File: config.mk
export PLATFORM = sky130hd
export DESIGN_NAME = pit_timer
export DESIGN_NICKNAME = d
export VERILOG_FILES = /design/src/hw/pit_mode_pkg.sv /design/src/hw/pit_bus_pkg.sv /design/src/hw/pit_chan_if.sv /design/src/hw/pit_down_counter.sv /design/src/hw/pit_counter_channel.sv /design/src/hw/pit_bus_decode.sv /design/src/hw/pit_timer.sv
export SDC_FILE = /design/constraint.sdc
export NUM_CORES = 1
export LEC_CHECK = 0
export BUFFER_PORTS_ARGS = -buffer_cell sky130_fd_sc_hd__buf_4
export CAP_MARGIN = 15
export CORE_MARGIN = 2
export CORE_UTILIZATION = 30
export DETAILED_ROUTE_END_ITERATION = 10
export PLACE_DENSITY_LB_ADDON = 0.05
export SLEW_MARGIN = 20
export SYNTH_ARGS = -nofsm -noshare
export SYNTH_HDL_FRONTEND = slang
export SYNTH_SLANG_ARGS = --single-unit
File: constraint.sdc
create_clock -name clk -period 6 [get_ports clk]
set_input_delay 1.2 -clock clk [delete_from_list [all_inputs] [get_ports clk]]
set_output_delay 1.2 -clock clk [all_outputs]
set_load 0.1 [all_outputs]
File: src/hw/pit_mode_pkg.sv
//--------------------------------------------------------------------------
// PIT mode definitions
// Counter modes, read/load formats and the byte sequencing state used by
// the counter channels of the interval timer
//--------------------------------------------------------------------------

package pit_mode_pkg;

	// counter mode from control word bits 3..1
	typedef enum logic [2:0] {
		mode_int_tc    = 3'd0,	// interrupt on terminal count
		mode_one_shot  = 3'd1,	// gate triggered, parked high here
		mode_rate      = 3'd2,	// rate generator
		mode_square    = 3'd3,	// square wave generator
		mode_sw_strobe = 3'd4,	// software triggered strobe
		mode_hw_strobe = 3'd5	// gate triggered, parked high here
	} pit_mode_t;

	// read/load format from control word bits 5..4
	typedef enum logic [1:0] {
		rl_latch = 2'd0,	// counter latch command
		rl_lsb   = 2'd1,	// low byte only
		rl_msb   = 2'd2,	// high byte only
		rl_both  = 2'd3	// low byte then high byte
	} pit_rl_t;

	// position of the loader or the reader inside a count
	typedef enum logic [2:0] {
		byte_none      = 3'd0,	// single byte live access
		byte_lsb_next  = 3'd1,	// loader waits for low byte
		byte_msb_next  = 3'd2,	// high byte comes next
		byte_latch_lsb = 3'd3,	// latched count, low byte pending
		byte_latch_msb = 3'd4	// latched count, high byte pending
	} pit_byte_t;

endpackage

File: src/hw/pit_bus_pkg.sv
//--------------------------------------------------------------------------
// PIT host bus definitions
// Register address map and the widths of the bus byte and the count
//--------------------------------------------------------------------------

package pit_bus_pkg;

	parameter int data_width  = 8;	// host bus byte
	parameter int count_width = 16;	// counter width

	// two bit register address
	typedef enum logic [1:0] {
		addr_cnt0 = 2'd0,	// counter 0 count
		addr_cnt1 = 2'd1,	// counter 1 count
		addr_cnt2 = 2'd2,	// counter 2 count
		addr_ctrl = 2'd3	// control word, write only
	} pit_addr_t;

endpackage

File: src/hw/pit_chan_if.sv
//--------------------------------------------------------------------------
// PIT channel bus link
// Per channel strobes and data between the bus decoder and one counter
// channel
//--------------------------------------------------------------------------

interface pit_chan_if
	import pit_bus_pkg::*;
();

	logic                  cw_set;	// control word for this channel
	logic                  load_wr;	// count byte written
	logic                  read_rd;	// count byte read
	logic [data_width-1:0] wdata;	// bus byte
	logic [data_width-1:0] rdata;	// channel read byte

	modport decoder (
		output cw_set,
		output load_wr,
		output read_rd,
		output wdata,
		input  rdata
	);

	modport channel (
		input  cw_set,
		input  load_wr,
		input  read_rd,
		input  wdata,
		output rdata
	);

endinterface

File: src/hw/pit_down_counter.sv
//--------------------------------------------------------------------------
// PIT down counter
// Reloadable binary counter that steps once per enabled tce. Steps by two
// in square wave mode with an odd count fix-up that depends on out
//--------------------------------------------------------------------------

module pit_down_counter
	import pit_bus_pkg::*;
(
	input  logic                   clk,
	input  logic                   reset,
	input  logic                   step_en,	// gated tce
	input  logic                   half_step,	// square wave counting
	input  logic                   out_level,	// current out for odd counts
	input  logic                   load,	// take load_value this step
	input  logic [count_width-1:0] load_value,
	output logic [count_width-1:0] count
);

	logic [count_width-1:0] step;	// amount taken off per step

	// odd counts in half step mode
	// minus one while high gives the longer high phase
	// minus three while low gives the shorter low phase
	always_comb begin
		if (!half_step)
			step = count_width'(1);
		else if (!count[0])
			step = count_width'(2);	// even count
		else if (out_level)
			step = count_width'(1);
		else
			step = count_width'(3);
	end

	always_ff @(posedge clk) begin
		if (reset) begin
			count <= '0;
		end else if (step_en) begin
			if (load)
				count <= load_value;	// start or reload
			else
				count <= count - step;	// wraps below zero
		end
	end

endmodule

File: src/hw/pit_counter_channel.sv
//--------------------------------------------------------------------------
// PIT counter channel
// Control register, count load and read byte sequencing, counter latch
// and the mode dependent output waveform for one timer channel
//--------------------------------------------------------------------------

module pit_counter_channel
	import pit_mode_pkg::*, pit_bus_pkg::*;
(
	input  logic        clk,
	input  logic        reset,
	input  logic        tce,
	output logic        out,
	pit_chan_if.channel bus
);

	localparam int hi_width = count_width - data_width;

	pit_mode_t              cw_mode;	// active mode
	pit_rl_t                rl_mode;	// active read/load format
	pit_byte_t              load_seq;	// loader position
	pit_byte_t              read_seq;	// reader position
	pit_mode_t              cw_new_mode;	// mode carried by incoming word
	logic                   cw_is_latch;	// incoming word is a latch command
	logic [count_width-1:0] count_load;	// programmed count
	logic [count_width-1:0] count_latch;	// frozen copy for latch reads
	logic [count_width-1:0] count;	// live counter value
	logic                   loaded;	// counting allowed
	logic                   half_loaded;	// low byte in, high byte missing
	logic                   load_pending;	// next step loads count_load
	logic                   latched;	// latch waiting to be read
	logic                   load_complete;	// last byte of a count written
	logic                   counting_mode;	// mode that counts at all
	logic                   restart_mode;	// new count restarts at once
	logic                   square_term;	// mode 3 half period end
	logic                   step_en;
	logic                   reload_now;

	//--------------------------------------------------------------------------
	// decode
	//--------------------------------------------------------------------------
	assign cw_new_mode = (bus.wdata[3:2] == 2'b11) ? pit_mode_t'({1'b0, bus.wdata[2:1]})
		: pit_mode_t'(bus.wdata[3:1]);	// 6 and 7 alias to 2 and 3
	assign cw_is_latch = (bus.wdata[5:4] == rl_latch);

	assign latched       = (read_seq == byte_latch_lsb) || (read_seq == byte_latch_msb);
	assign load_complete = bus.load_wr && (rl_mode != rl_both || load_seq == byte_msb_next);
	assign counting_mode = (cw_mode != mode_one_shot) && (cw_mode != mode_hw_strobe);
	assign restart_mode  = (cw_mode == mode_int_tc) || (cw_mode == mode_sw_strobe);

	// odd count 3 in the low phase never passes through 2
	assign square_term = (count == count_width'(2)) || (count == count_width'(3) && !out);

	assign step_en    = tce & loaded & ~half_loaded;	// frozen mid load
	assign reload_now = load_pending
		|| (cw_mode == mode_rate && count == count_width'(1))
		|| (cw_mode == mode_square && square_term);

	pit_down_counter counter (
		.clk        (clk),
		.reset      (reset),
		.step_en    (step_en),
		.half_step  (cw_mode == mode_square),
		.out_level  (out),
		.load       (reload_now),
		.load_value (count_load),
		.count      (count)
	);

	//--------------------------------------------------------------------------
	// control state and output
	//--------------------------------------------------------------------------
	always_ff @(posedge clk) begin
		if (reset) begin
			cw_mode      <= mode_one_shot;	// unprogrammed
			rl_mode      <= rl_lsb;
			load_seq     <= byte_lsb_next;
			read_seq     <= byte_none;
			loaded       <= 1'b0;
			half_loaded  <= 1'b0;
			load_pending <= 1'b0;
			out          <= 1'b1;
		end else begin
			if (tce && cw_mode == mode_sw_strobe && !out)
				out <= 1'b1;	// strobe lasts one tce
			if (step_en) begin
				if (load_pending) begin
					load_pending <= 1'b0;	// counter takes the count now
				end else begin
					case (cw_mode)
						mode_int_tc: begin
							if (count == count_width'(1)) begin
								out    <= 1'b1;	// reaches zero
								loaded <= 1'b0;
							end
						end
						mode_rate: out <= (count != count_width'(2));	// low while at 1
						mode_square: begin
							if (square_term)
								out <= ~out;
						end
						mode_sw_strobe: begin
							if (count == count_width'(1)) begin
								out    <= 1'b0;	// strobe at zero
								loaded <= 1'b0;
							end
						end
						default: ;
					endcase
				end
			end

			// bus side wins over the timer side
			if (bus.cw_set) begin
				if (cw_is_latch) begin
					if (!latched)
						read_seq <= byte_latch_lsb;	// later latches ignored
				end else begin
					cw_mode      <= cw_new_mode;
					rl_mode      <= pit_rl_t'(bus.wdata[5:4]);
					load_seq     <= byte_lsb_next;
					read_seq     <= byte_none;
					loaded       <= 1'b0;
					half_loaded  <= 1'b0;
					load_pending <= 1'b0;
					out          <= (cw_new_mode != mode_int_tc);
				end
			end
			if (bus.load_wr && rl_mode == rl_both) begin
				half_loaded <= (load_seq == byte_lsb_next);
				load_seq    <= (load_seq == byte_lsb_next) ? byte_msb_next : byte_lsb_next;
			end
			if (load_complete && counting_mode) begin
				if (restart_mode || !loaded) begin	// modes 2 and 3 pick it up at reload
					loaded       <= 1'b1;
					load_pending <= 1'b1;
				end
				if (cw_mode == mode_int_tc)
					out <= 1'b0;
			end
			if (bus.read_rd) begin
				case (read_seq)
					byte_latch_lsb: read_seq <= byte_latch_msb;
					byte_latch_msb: read_seq <= byte_none;	// latch released
					byte_msb_next:  read_seq <= byte_none;
					default: begin
						if (rl_mode == rl_both)
							read_seq <= byte_msb_next;
					end
				endcase
			end
		end
	end

	//--------------------------------------------------------------------------
	// count bytes
	//--------------------------------------------------------------------------
	always_ff @(posedge clk) begin
		if (bus.load_wr) begin
			case (rl_mode)
				rl_lsb: count_load <= {{hi_width{1'b0}}, bus.wdata};
				rl_msb: count_load <= {bus.wdata, {data_width{1'b0}}};
				rl_both: begin
					if (load_seq == byte_lsb_next)
						count_load[data_width-1:0] <= bus.wdata;
					else
						count_load[count_width-1:data_width] <= bus.wdata;
				end
				default: ;
			endcase
		end
		if (bus.cw_set && cw_is_latch && !latched)
			count_latch <= count;	// snapshot of live count
	end

	always_comb begin
		case (read_seq)
			byte_latch_lsb: bus.rdata = count_latch[data_width-1:0];
			byte_latch_msb: bus.rdata = count_latch[count_width-1:data_width];
			byte_msb_next:  bus.rdata = count[count_width-1:data_width];
			default:        bus.rdata = (rl_mode == rl_msb) ? count[count_width-1:data_width]
				: count[data_width-1:0];
		endcase
	end

endmodule

File: src/hw/pit_bus_decode.sv
//--------------------------------------------------------------------------
// PIT bus decoder
// Samples the host bus and turns each access into one cycle strobes for
// the addressed channel, then returns the channel's read byte on data_out
// one cycle later
//--------------------------------------------------------------------------

module pit_bus_decode
	import pit_bus_pkg::*;
#(
	parameter int num_channels = 3
) (
	input  logic                  clk,
	input  logic                  reset,
	input  logic                  ce,
	input  pit_addr_t             addr,
	input  logic                  wr,
	input  logic                  rd,
	input  logic [data_width-1:0] data_in,
	output logic [data_width-1:0] data_out,
	pit_chan_if.decoder           chan [num_channels]
);

	logic                    bus_wr;	// qualified write
	logic                    bus_rd;	// qualified read
	logic [num_channels-1:0] cw_q;	// control word strobes
	logic [num_channels-1:0] load_q;	// count byte write strobes
	logic [num_channels-1:0] read_q;	// count byte read strobes
	logic                    rd_q;	// any read seen last cycle
	logic [data_width-1:0]   wdata_q;	// sampled bus byte
	logic [data_width-1:0]   rdata_all [num_channels];
	logic [data_width-1:0]   read_byte;	// byte of the channel being read

	assign bus_wr = ce & wr;
	assign bus_rd = ce & rd;

	always_ff @(posedge clk) begin
		if (reset) begin
			cw_q   <= '0;
			load_q <= '0;
			read_q <= '0;
			rd_q   <= 1'b0;
			data_out <= '0;
		end else begin
			for (int i = 0; i < num_channels; i++) begin
				cw_q[i]   <= bus_wr && addr == addr_ctrl && data_in[data_width-1 -: 2] == 2'(i);
				load_q[i] <= bus_wr && addr == pit_addr_t'(i);
				read_q[i] <= bus_rd && addr == pit_addr_t'(i);
			end
			rd_q <= bus_rd;
			if (rd_q)
				data_out <= read_byte;	// ctrl or missing channel gives zero
		end
	end

	always_ff @(posedge clk) begin
		if (bus_wr)
			wdata_q <= data_in;
	end

	// at most one read strobe is high
	always_comb begin
		read_byte = '0;
		for (int i = 0; i < num_channels; i++) begin
			if (read_q[i])
				read_byte = rdata_all[i];
		end
	end

	for (genvar i = 0; i < num_channels; i++) begin : g_link
		assign chan[i].cw_set  = cw_q[i];
		assign chan[i].load_wr = load_q[i];
		assign chan[i].read_rd = read_q[i];
		assign chan[i].wdata   = wdata_q;
		assign rdata_all[i]    = chan[i].rdata;
	end

endmodule

File: src/hw/pit_timer.sv
//--------------------------------------------------------------------------
// PIT timer top level
// Three channel programmable interval timer in the style of the 8253.
// One bus decoder feeds num_channels counter channels that share the
// timer clock enable tce
//--------------------------------------------------------------------------

module pit_timer
	import pit_bus_pkg::*;
#(
	parameter int num_channels = 3	// one to three
) (
	input  logic                    clk,
	input  logic                    reset,
	input  logic                    ce,	// bus clock enable
	input  logic                    tce,	// timer clock enable
	input  logic [1:0]              addr,	// register address
	input  logic                    wr,
	input  logic                    rd,
	input  logic [data_width-1:0]   data_in,
	output logic [data_width-1:0]   data_out,
	output logic [num_channels-1:0] out	// one pin per channel
);

	pit_chan_if chan_bus [num_channels] ();	// decoder to channel links

	pit_bus_decode #(
		.num_channels (num_channels)
	) bus_decode (
		.clk      (clk),
		.reset    (reset),
		.ce       (ce),
		.addr     (pit_addr_t'(addr)),
		.wr       (wr),
		.rd       (rd),
		.data_in  (data_in),
		.data_out (data_out),
		.chan     (chan_bus)
	);

	for (genvar i = 0; i < num_channels; i++) begin : g_chan
		pit_counter_channel channel (
			.clk   (clk),
			.reset (reset),
			.tce   (tce),
			.out   (out[i]),
			.bus   (chan_bus[i])
		);
	end

endmodule

# Word level (Yosys, flattened, before mapping)
# Cells that the tools add are included.
totals:
  elab_cells: 371
  output_inout_bits: 11
  ff_bits: 215
  input_bits: 16
classes:
  n_eq_ne: 69
  add_sub_neg: 3
  n_reduce_logical: 104
  muxes: 138
  bitwise_logic: 15
ops:
  columns: ["operator", "count"]
  rows:
  - ["16-bit case mux with 3 select lines", 3]
  - ["16-bit by 2-bit == test with 1-bit output, second input constant", 6]
  - ["8-bit 2-to-1 mux", 12]
  - ["1-bit 2-to-1 mux", 76]
  - ["8-bit case mux with 3 select lines", 3]
  - ["3-bit 2-to-1 mux", 23]
  - ["16-bit by 1-bit == test with 1-bit output, second input constant", 3]
  - ["16-bit 2-to-1 mux", 3]
  - ["16-bit by 2-bit inequality test with 1-bit output, second input constant", 3]
  - ["16-bit subtractor", 3]
  - ["3-bit by 2-bit == test with 1-bit output, second input constant", 15]
  - ["1-bit logical AND", 43]
  - ["2-bit 2-to-1 mux", 12]
  - ["1-bit logical OR", 21]
  - ["2-bit == test, second input constant", 10]
  - ["2-bit inequality test, second input constant", 10]
  - ["3-bit == test, second input constant", 6]
  - ["3-bit case mux with 2 select lines", 3]
  - ["3-bit AND reduction", 6]
  - ["1-bit case mux with 4 select lines", 3]
  - ["2-bit AND reduction", 6]
  - ["3-bit nonzero test", 4]
  - ["2-bit OR reduction", 6]
  - ["2-bit by 1-bit == test with 1-bit output, second input constant", 5]
  - ["10 further kinds", 44]

# Logic depth before layout (Yosys ltp)
logic_depth:
  ltp_word: 12
  ltp_mapped: 10
  depth_no_buf: 9

# Hierarchy
# From an unflattened synthesis, not the netlist that was laid out.
hier_totals:
  cells_unflattened: 1127
  area_unflattened_um2: 10849.2
modules_own_cells:
  columns: ["module", "seq_area_each_um2", "instances", "cells_each", "area_per_inst_um2"]
  rows:
  - ["pit_counter_channel", 1221.2, 3, 214, 2232.1]
  - ["pit_down_counter", 320.3, 3, 129, 1012.2]
  - ["pit_bus_decode", 600.6, 1, 98, 1116.1]

# Worst setup path before layout
# No wires, ideal clock.
synth_timing:
  kind: "reg-to-reg"
  startpoint: "register g_chan[0].channel.cw_mode[1]"
  endpoint: "register g_chan[0].channel.counter.count[11]"
  path_stages_with_launch: 11
  arrival_time_ns: 2.541
  synth_period_minus_slack_ns: 2.615
  path_buffers: 1
  path_slack_ns: 3.385
  cell_sequence: "dfxtp_1 -> clkbuf_1 -> nor2b_1 -> nand3_1 -> ha_1 -> a21oi_1 -> nand4_1 -> or4_1 -> nor4_1 -> a31oi_1 -> a31oi_1"
synth_via:
  elab_chain_len: 5
synth_rtl:
  columns: ["item", "line_no", "text"]
  rows:
  - ["start: declaration", "pit_counter_channel.sv:19", "pit_mode_t cw_mode;"]
  - ["start signal: assignment", "pit_counter_channel.sv:75", "cw_mode <= mode_one_shot;"]
  - ["start signal: assignment", "pit_counter_channel.sv:119", "cw_mode <= cw_new_mode;"]
  - ["parallel branches: the longest is 4 deep, another holds 16-bit subtractor", null, null]
  - ["16-bit 2-to-1 mux *", "pit_down_counter.sv:40", "if (load)"]
  - ["end signal: assignment", "pit_down_counter.sv:41", "count <= load_value;"]
  - ["end signal: assignment", "pit_down_counter.sv:43", "count <= count - step;"]
  - ["end: declaration", "pit_down_counter.sv:17", "output logic [count_width-1:0] count"]
# Mark *: on every way between the ends.
# A chain may end at the register's enable or synchronous reset.

# Worst setup path after layout
# Same ends and word-level chain as after synthesis.

==> flow_metrics.env <==
export IMPL_status="completed"
export IMPL_clock_latency_ns=0.54
export IMPL_drtIter0Drc=399
export IMPL_critPathKind="flip-flop to flip-flop"
export IMPL_ys_flop_type="dfxtp_1"
export IMPL_clock_tree_buffer_depth=3
export IMPL_port_buffers=26
export IMPL_synth_area_sq_um=10700
export IMPL_cts_tree="built"
export IMPL_hold_class="flip-flop to flip-flop"
export IMPL_cts_sinks=209
export IMPL_rows=69
export IMPL_syn_nets=1156
export IMPL_vias_per_cell=5.31
export IMPL_avgRoutedWirePerCell_um=20.5
export IMPL_grt_max_degree=77
export IMPL_worst_ir_drop_vdd_v=0.000177
export IMPL_nets=1145
export IMPL_grt_pass1_wl_um=51500
export IMPL_grt_usage_pct=18.0
export IMPL_period_minus_slack_ns=3.06
export IMPL_cts_root_buf="clkbuf_16"
export IMPL_dpl_hpwl_um=22600
export IMPL_ant_nets=0
export IMPL_fp_dieH_um=193
export IMPL_skew_ns=0.00904
export IMPL_io_pins=27
export IMPL_fmax_mhz=327
export IMPL_numCtsBuffers=27
export IMPL_coreArea_sq_um=35300
export IMPL_die_w_um=193
export IMPL_maxSlewViolCount=0
export IMPL_worst_ep_arrival_time_ns=3.51
export IMPL_die_area_sq_um=37200
export IMPL_yosysSeqAreaShare_pct=48.9
export IMPL_layout_worst_path_cycle_share_pct=51.0
export IMPL_n_antenna_cell=0
export IMPL_p_switching_uw=734
export IMPL_critPathMaxFanout=9
export IMPL_p_leak_nw=4.18
export IMPL_yosysWarnings=0
export IMPL_synth_cells=1128
export IMPL_switching_share_pct=21.7
export IMPL_vias=8483
export IMPL_drv_cap=0
export IMPL_powerDensity_nw_per_um2=277
export IMPL_syn_avg_cell_area_sq_um=9.48
export IMPL_use_met3_pct=2.45
export IMPL_met2_usage_pct=28.1
export IMPL_clkTransAtPathRegs_ns=0.06
export IMPL_cts_hold_buf=0
export IMPL_max_slew_worst_pin_slew_ns=1.01
export IMPL_grt_pass1_vias=8275
export IMPL_initial_core_util_pct=30.3
export IMPL_fin_util_pct=34.4
export IMPL_drtPass1Iterations=5
export IMPL_cp_start_kind="flip-flop"
export IMPL_totalWireLength_um=32800
export IMPL_drive_gt1_share_pct=11.2
export IMPL_setup_viol=0
export IMPL_rsz0062_at_grt="no"
export IMPL_grt_util_met1_pct=25.8
export IMPL_synthToLayoutAreaGrowth_pct=13.7
export IMPL_ys_async_sr_fraction_pct=0
export IMPL_max_slew_margin_pct=32.4
export IMPL_clkPwrFrac_pct=51.9
export IMPL_critical_path_required_ns=6.45
export IMPL_p_seq_share_pct=45.0
export IMPL_place_gp_congestion=0.774
export IMPL_cp_end_kind="flip-flop"
export IMPL_grt_ovfl_total=0
export IMPL_power_total_mw=3.37
export IMPL_antenna_found_initial=1
export IMPL_post_cts_buffers=0
export IMPL_finalHoldViolCount=0
export IMPL_synth_cell_type_count=77
export IMPL_synth_edf_count=104
export IMPL_yosys_register_bits=209
export IMPL_tns_ns=0
export IMPL_drc_errors=0
export IMPL_grt_busiest_layer="met2"
export IMPL_h_tree_depth=1
export IMPL_post_cts_resized=0
export IMPL_internal_power_mw=2.64
export IMPL_p_comb_share_pct=3.0
[kinds of logic (layout without fill, tap and decap cells)]
logic type | count (synthesis) | count (layout) | share of synthesized area [%]
compound gates | 258 | 258 | 16.2
mux | 52 | 52 | 5.02
fa+ha+maj | 12 | 12 | 1.61
simple gates | 488 | 488 | 23.9
flops | 209 | 209 | 48.9
buf+inv | 109 | 119 | 4.39
[flip-flops by register name (all words and copies together) (netlist names)]
signal,count
g_chan.channel.cw_mode,9
g_chan.channel.half_loaded,1
g_chan.channel.count_load,48
g_chan.channel.load_seq,5
g_chan.channel.rl_mode,6
g_chan.channel.out,3
g_chan.channel.load_pending,3
bus_decode.rd_q,1
g_chan.channel.loaded,3
g_chan.channel.counter.count,48
g_chan.channel.count_latch,48
bus_decode.data_out,8
bus_decode.cw_q,3
bus_decode.chan.wdata,8
bus_decode.load_q,3
bus_decode.read_q,3
g_chan.channel.read_seq,9
[cells in the mapped netlist (14+ instances only)]
cell type  instances  share of area (%)
a211oi_1          16                1.1
a21oi_1           67                3.1
a221oi_1          16                1.3
a31oi_1           17               0.99
and2_1            33                1.9
clkbuf_1          53                1.9
dfxtp_1          105                 20
edfxtp_1         104                 29
inv_1             32                1.1
mux2i_1           39                3.7
nand2_1          105                3.7
nand2b_1          21                1.2
nand3_1           49                2.3
nand4_1           14               0.82
nor2_1           104                3.7
nor2b_1           44                2.6
nor3_1            35                1.6
nor4_1            22                1.3
o21ai_0           54                2.5
o22ai_1           14               0.82
[final cells by class]
cell class,count,area (sq um)
fill,3629,23100
clock buffer,35,726
tap,461,577
sequential,209,5230
inverter,32,120
timing repair buffer,37,278
multi-input combinational,810,5010
clock inverter,15,228
[critical path: stages, from the launching register on]
cell,delay (ns)
dfxtp_1,0.49
nor2b_1,0.41
nand3_1,0.18
ha_1,0.36
a21oi_1,0.35
nand4_1,0.29
or4_1,0.51
nor4_1,0.18
a31oi_1,0.07
a31oi_1,0.14
[worst paths after layout]
path                                         end                           from  slack, ns  cells after the start
max          g_chan[0].channel.counter.count[11]   g_chan[0].channel.cw_mode[1]       2.94                      9
min                g_chan[2].channel.load_seq[1]  g_chan[2].channel.load_seq[1]       0.47                      2
max reg2reg  g_chan[0].channel.counter.count[11]   g_chan[0].channel.cw_mode[1]       2.94                      9
min reg2reg        g_chan[2].channel.load_seq[1]  g_chan[2].channel.load_seq[1]       0.47                      2
[placed cells by master (no fill, tap or decap), drive strengths merged, types with 17 or more instances in the layout]
cell and instances:
inv 33, o21ai 57, nor2b 44, nand2 105
mux2i 39, nand2b 21, nand3 50, clkbuf 35
buf 37, and2 33, nor4 23, a31oi 17
a211oi 17, nor2 104, a21oi 69, dfxtp 105
edfxtp 104, nor3 38
[per-stage QoR]
stage,std cells,hold slack (ns),cell area [sq um],setup WS [ns]
final,1599,0.471,12200,2.94
after global routing,1599,0.504,12200,2.68
after CTS,1599,0.476,12200,2.91
after detailed placement,1549,0.460,11200,2.66
after global placement,1549,0.458,11200,2.62
after floorplan,1128,0.403,10700,3.39
[power by group through the flow]
stage	sequential (mW)	clock, mW	combinational, mW
6_report	1.52	1.75	0.103
5_1_grt	1.52	1.85	0.111
4_1_cts	1.52	1.80	0.105
3_5_place_dp	1.55	0	0.104
3_3_place_gp	1.55	0	0.105
2_1_floorplan	1.55	0	0.0499
[metal layers]
metal  up-vias  share of wire, %
met1      4101                48
met4         0               2.5
li1       4155                 -
met5         -                 0
met2       178                45
met3        49               4.3
Note: power is estimated with default switching activity, not from simulation.
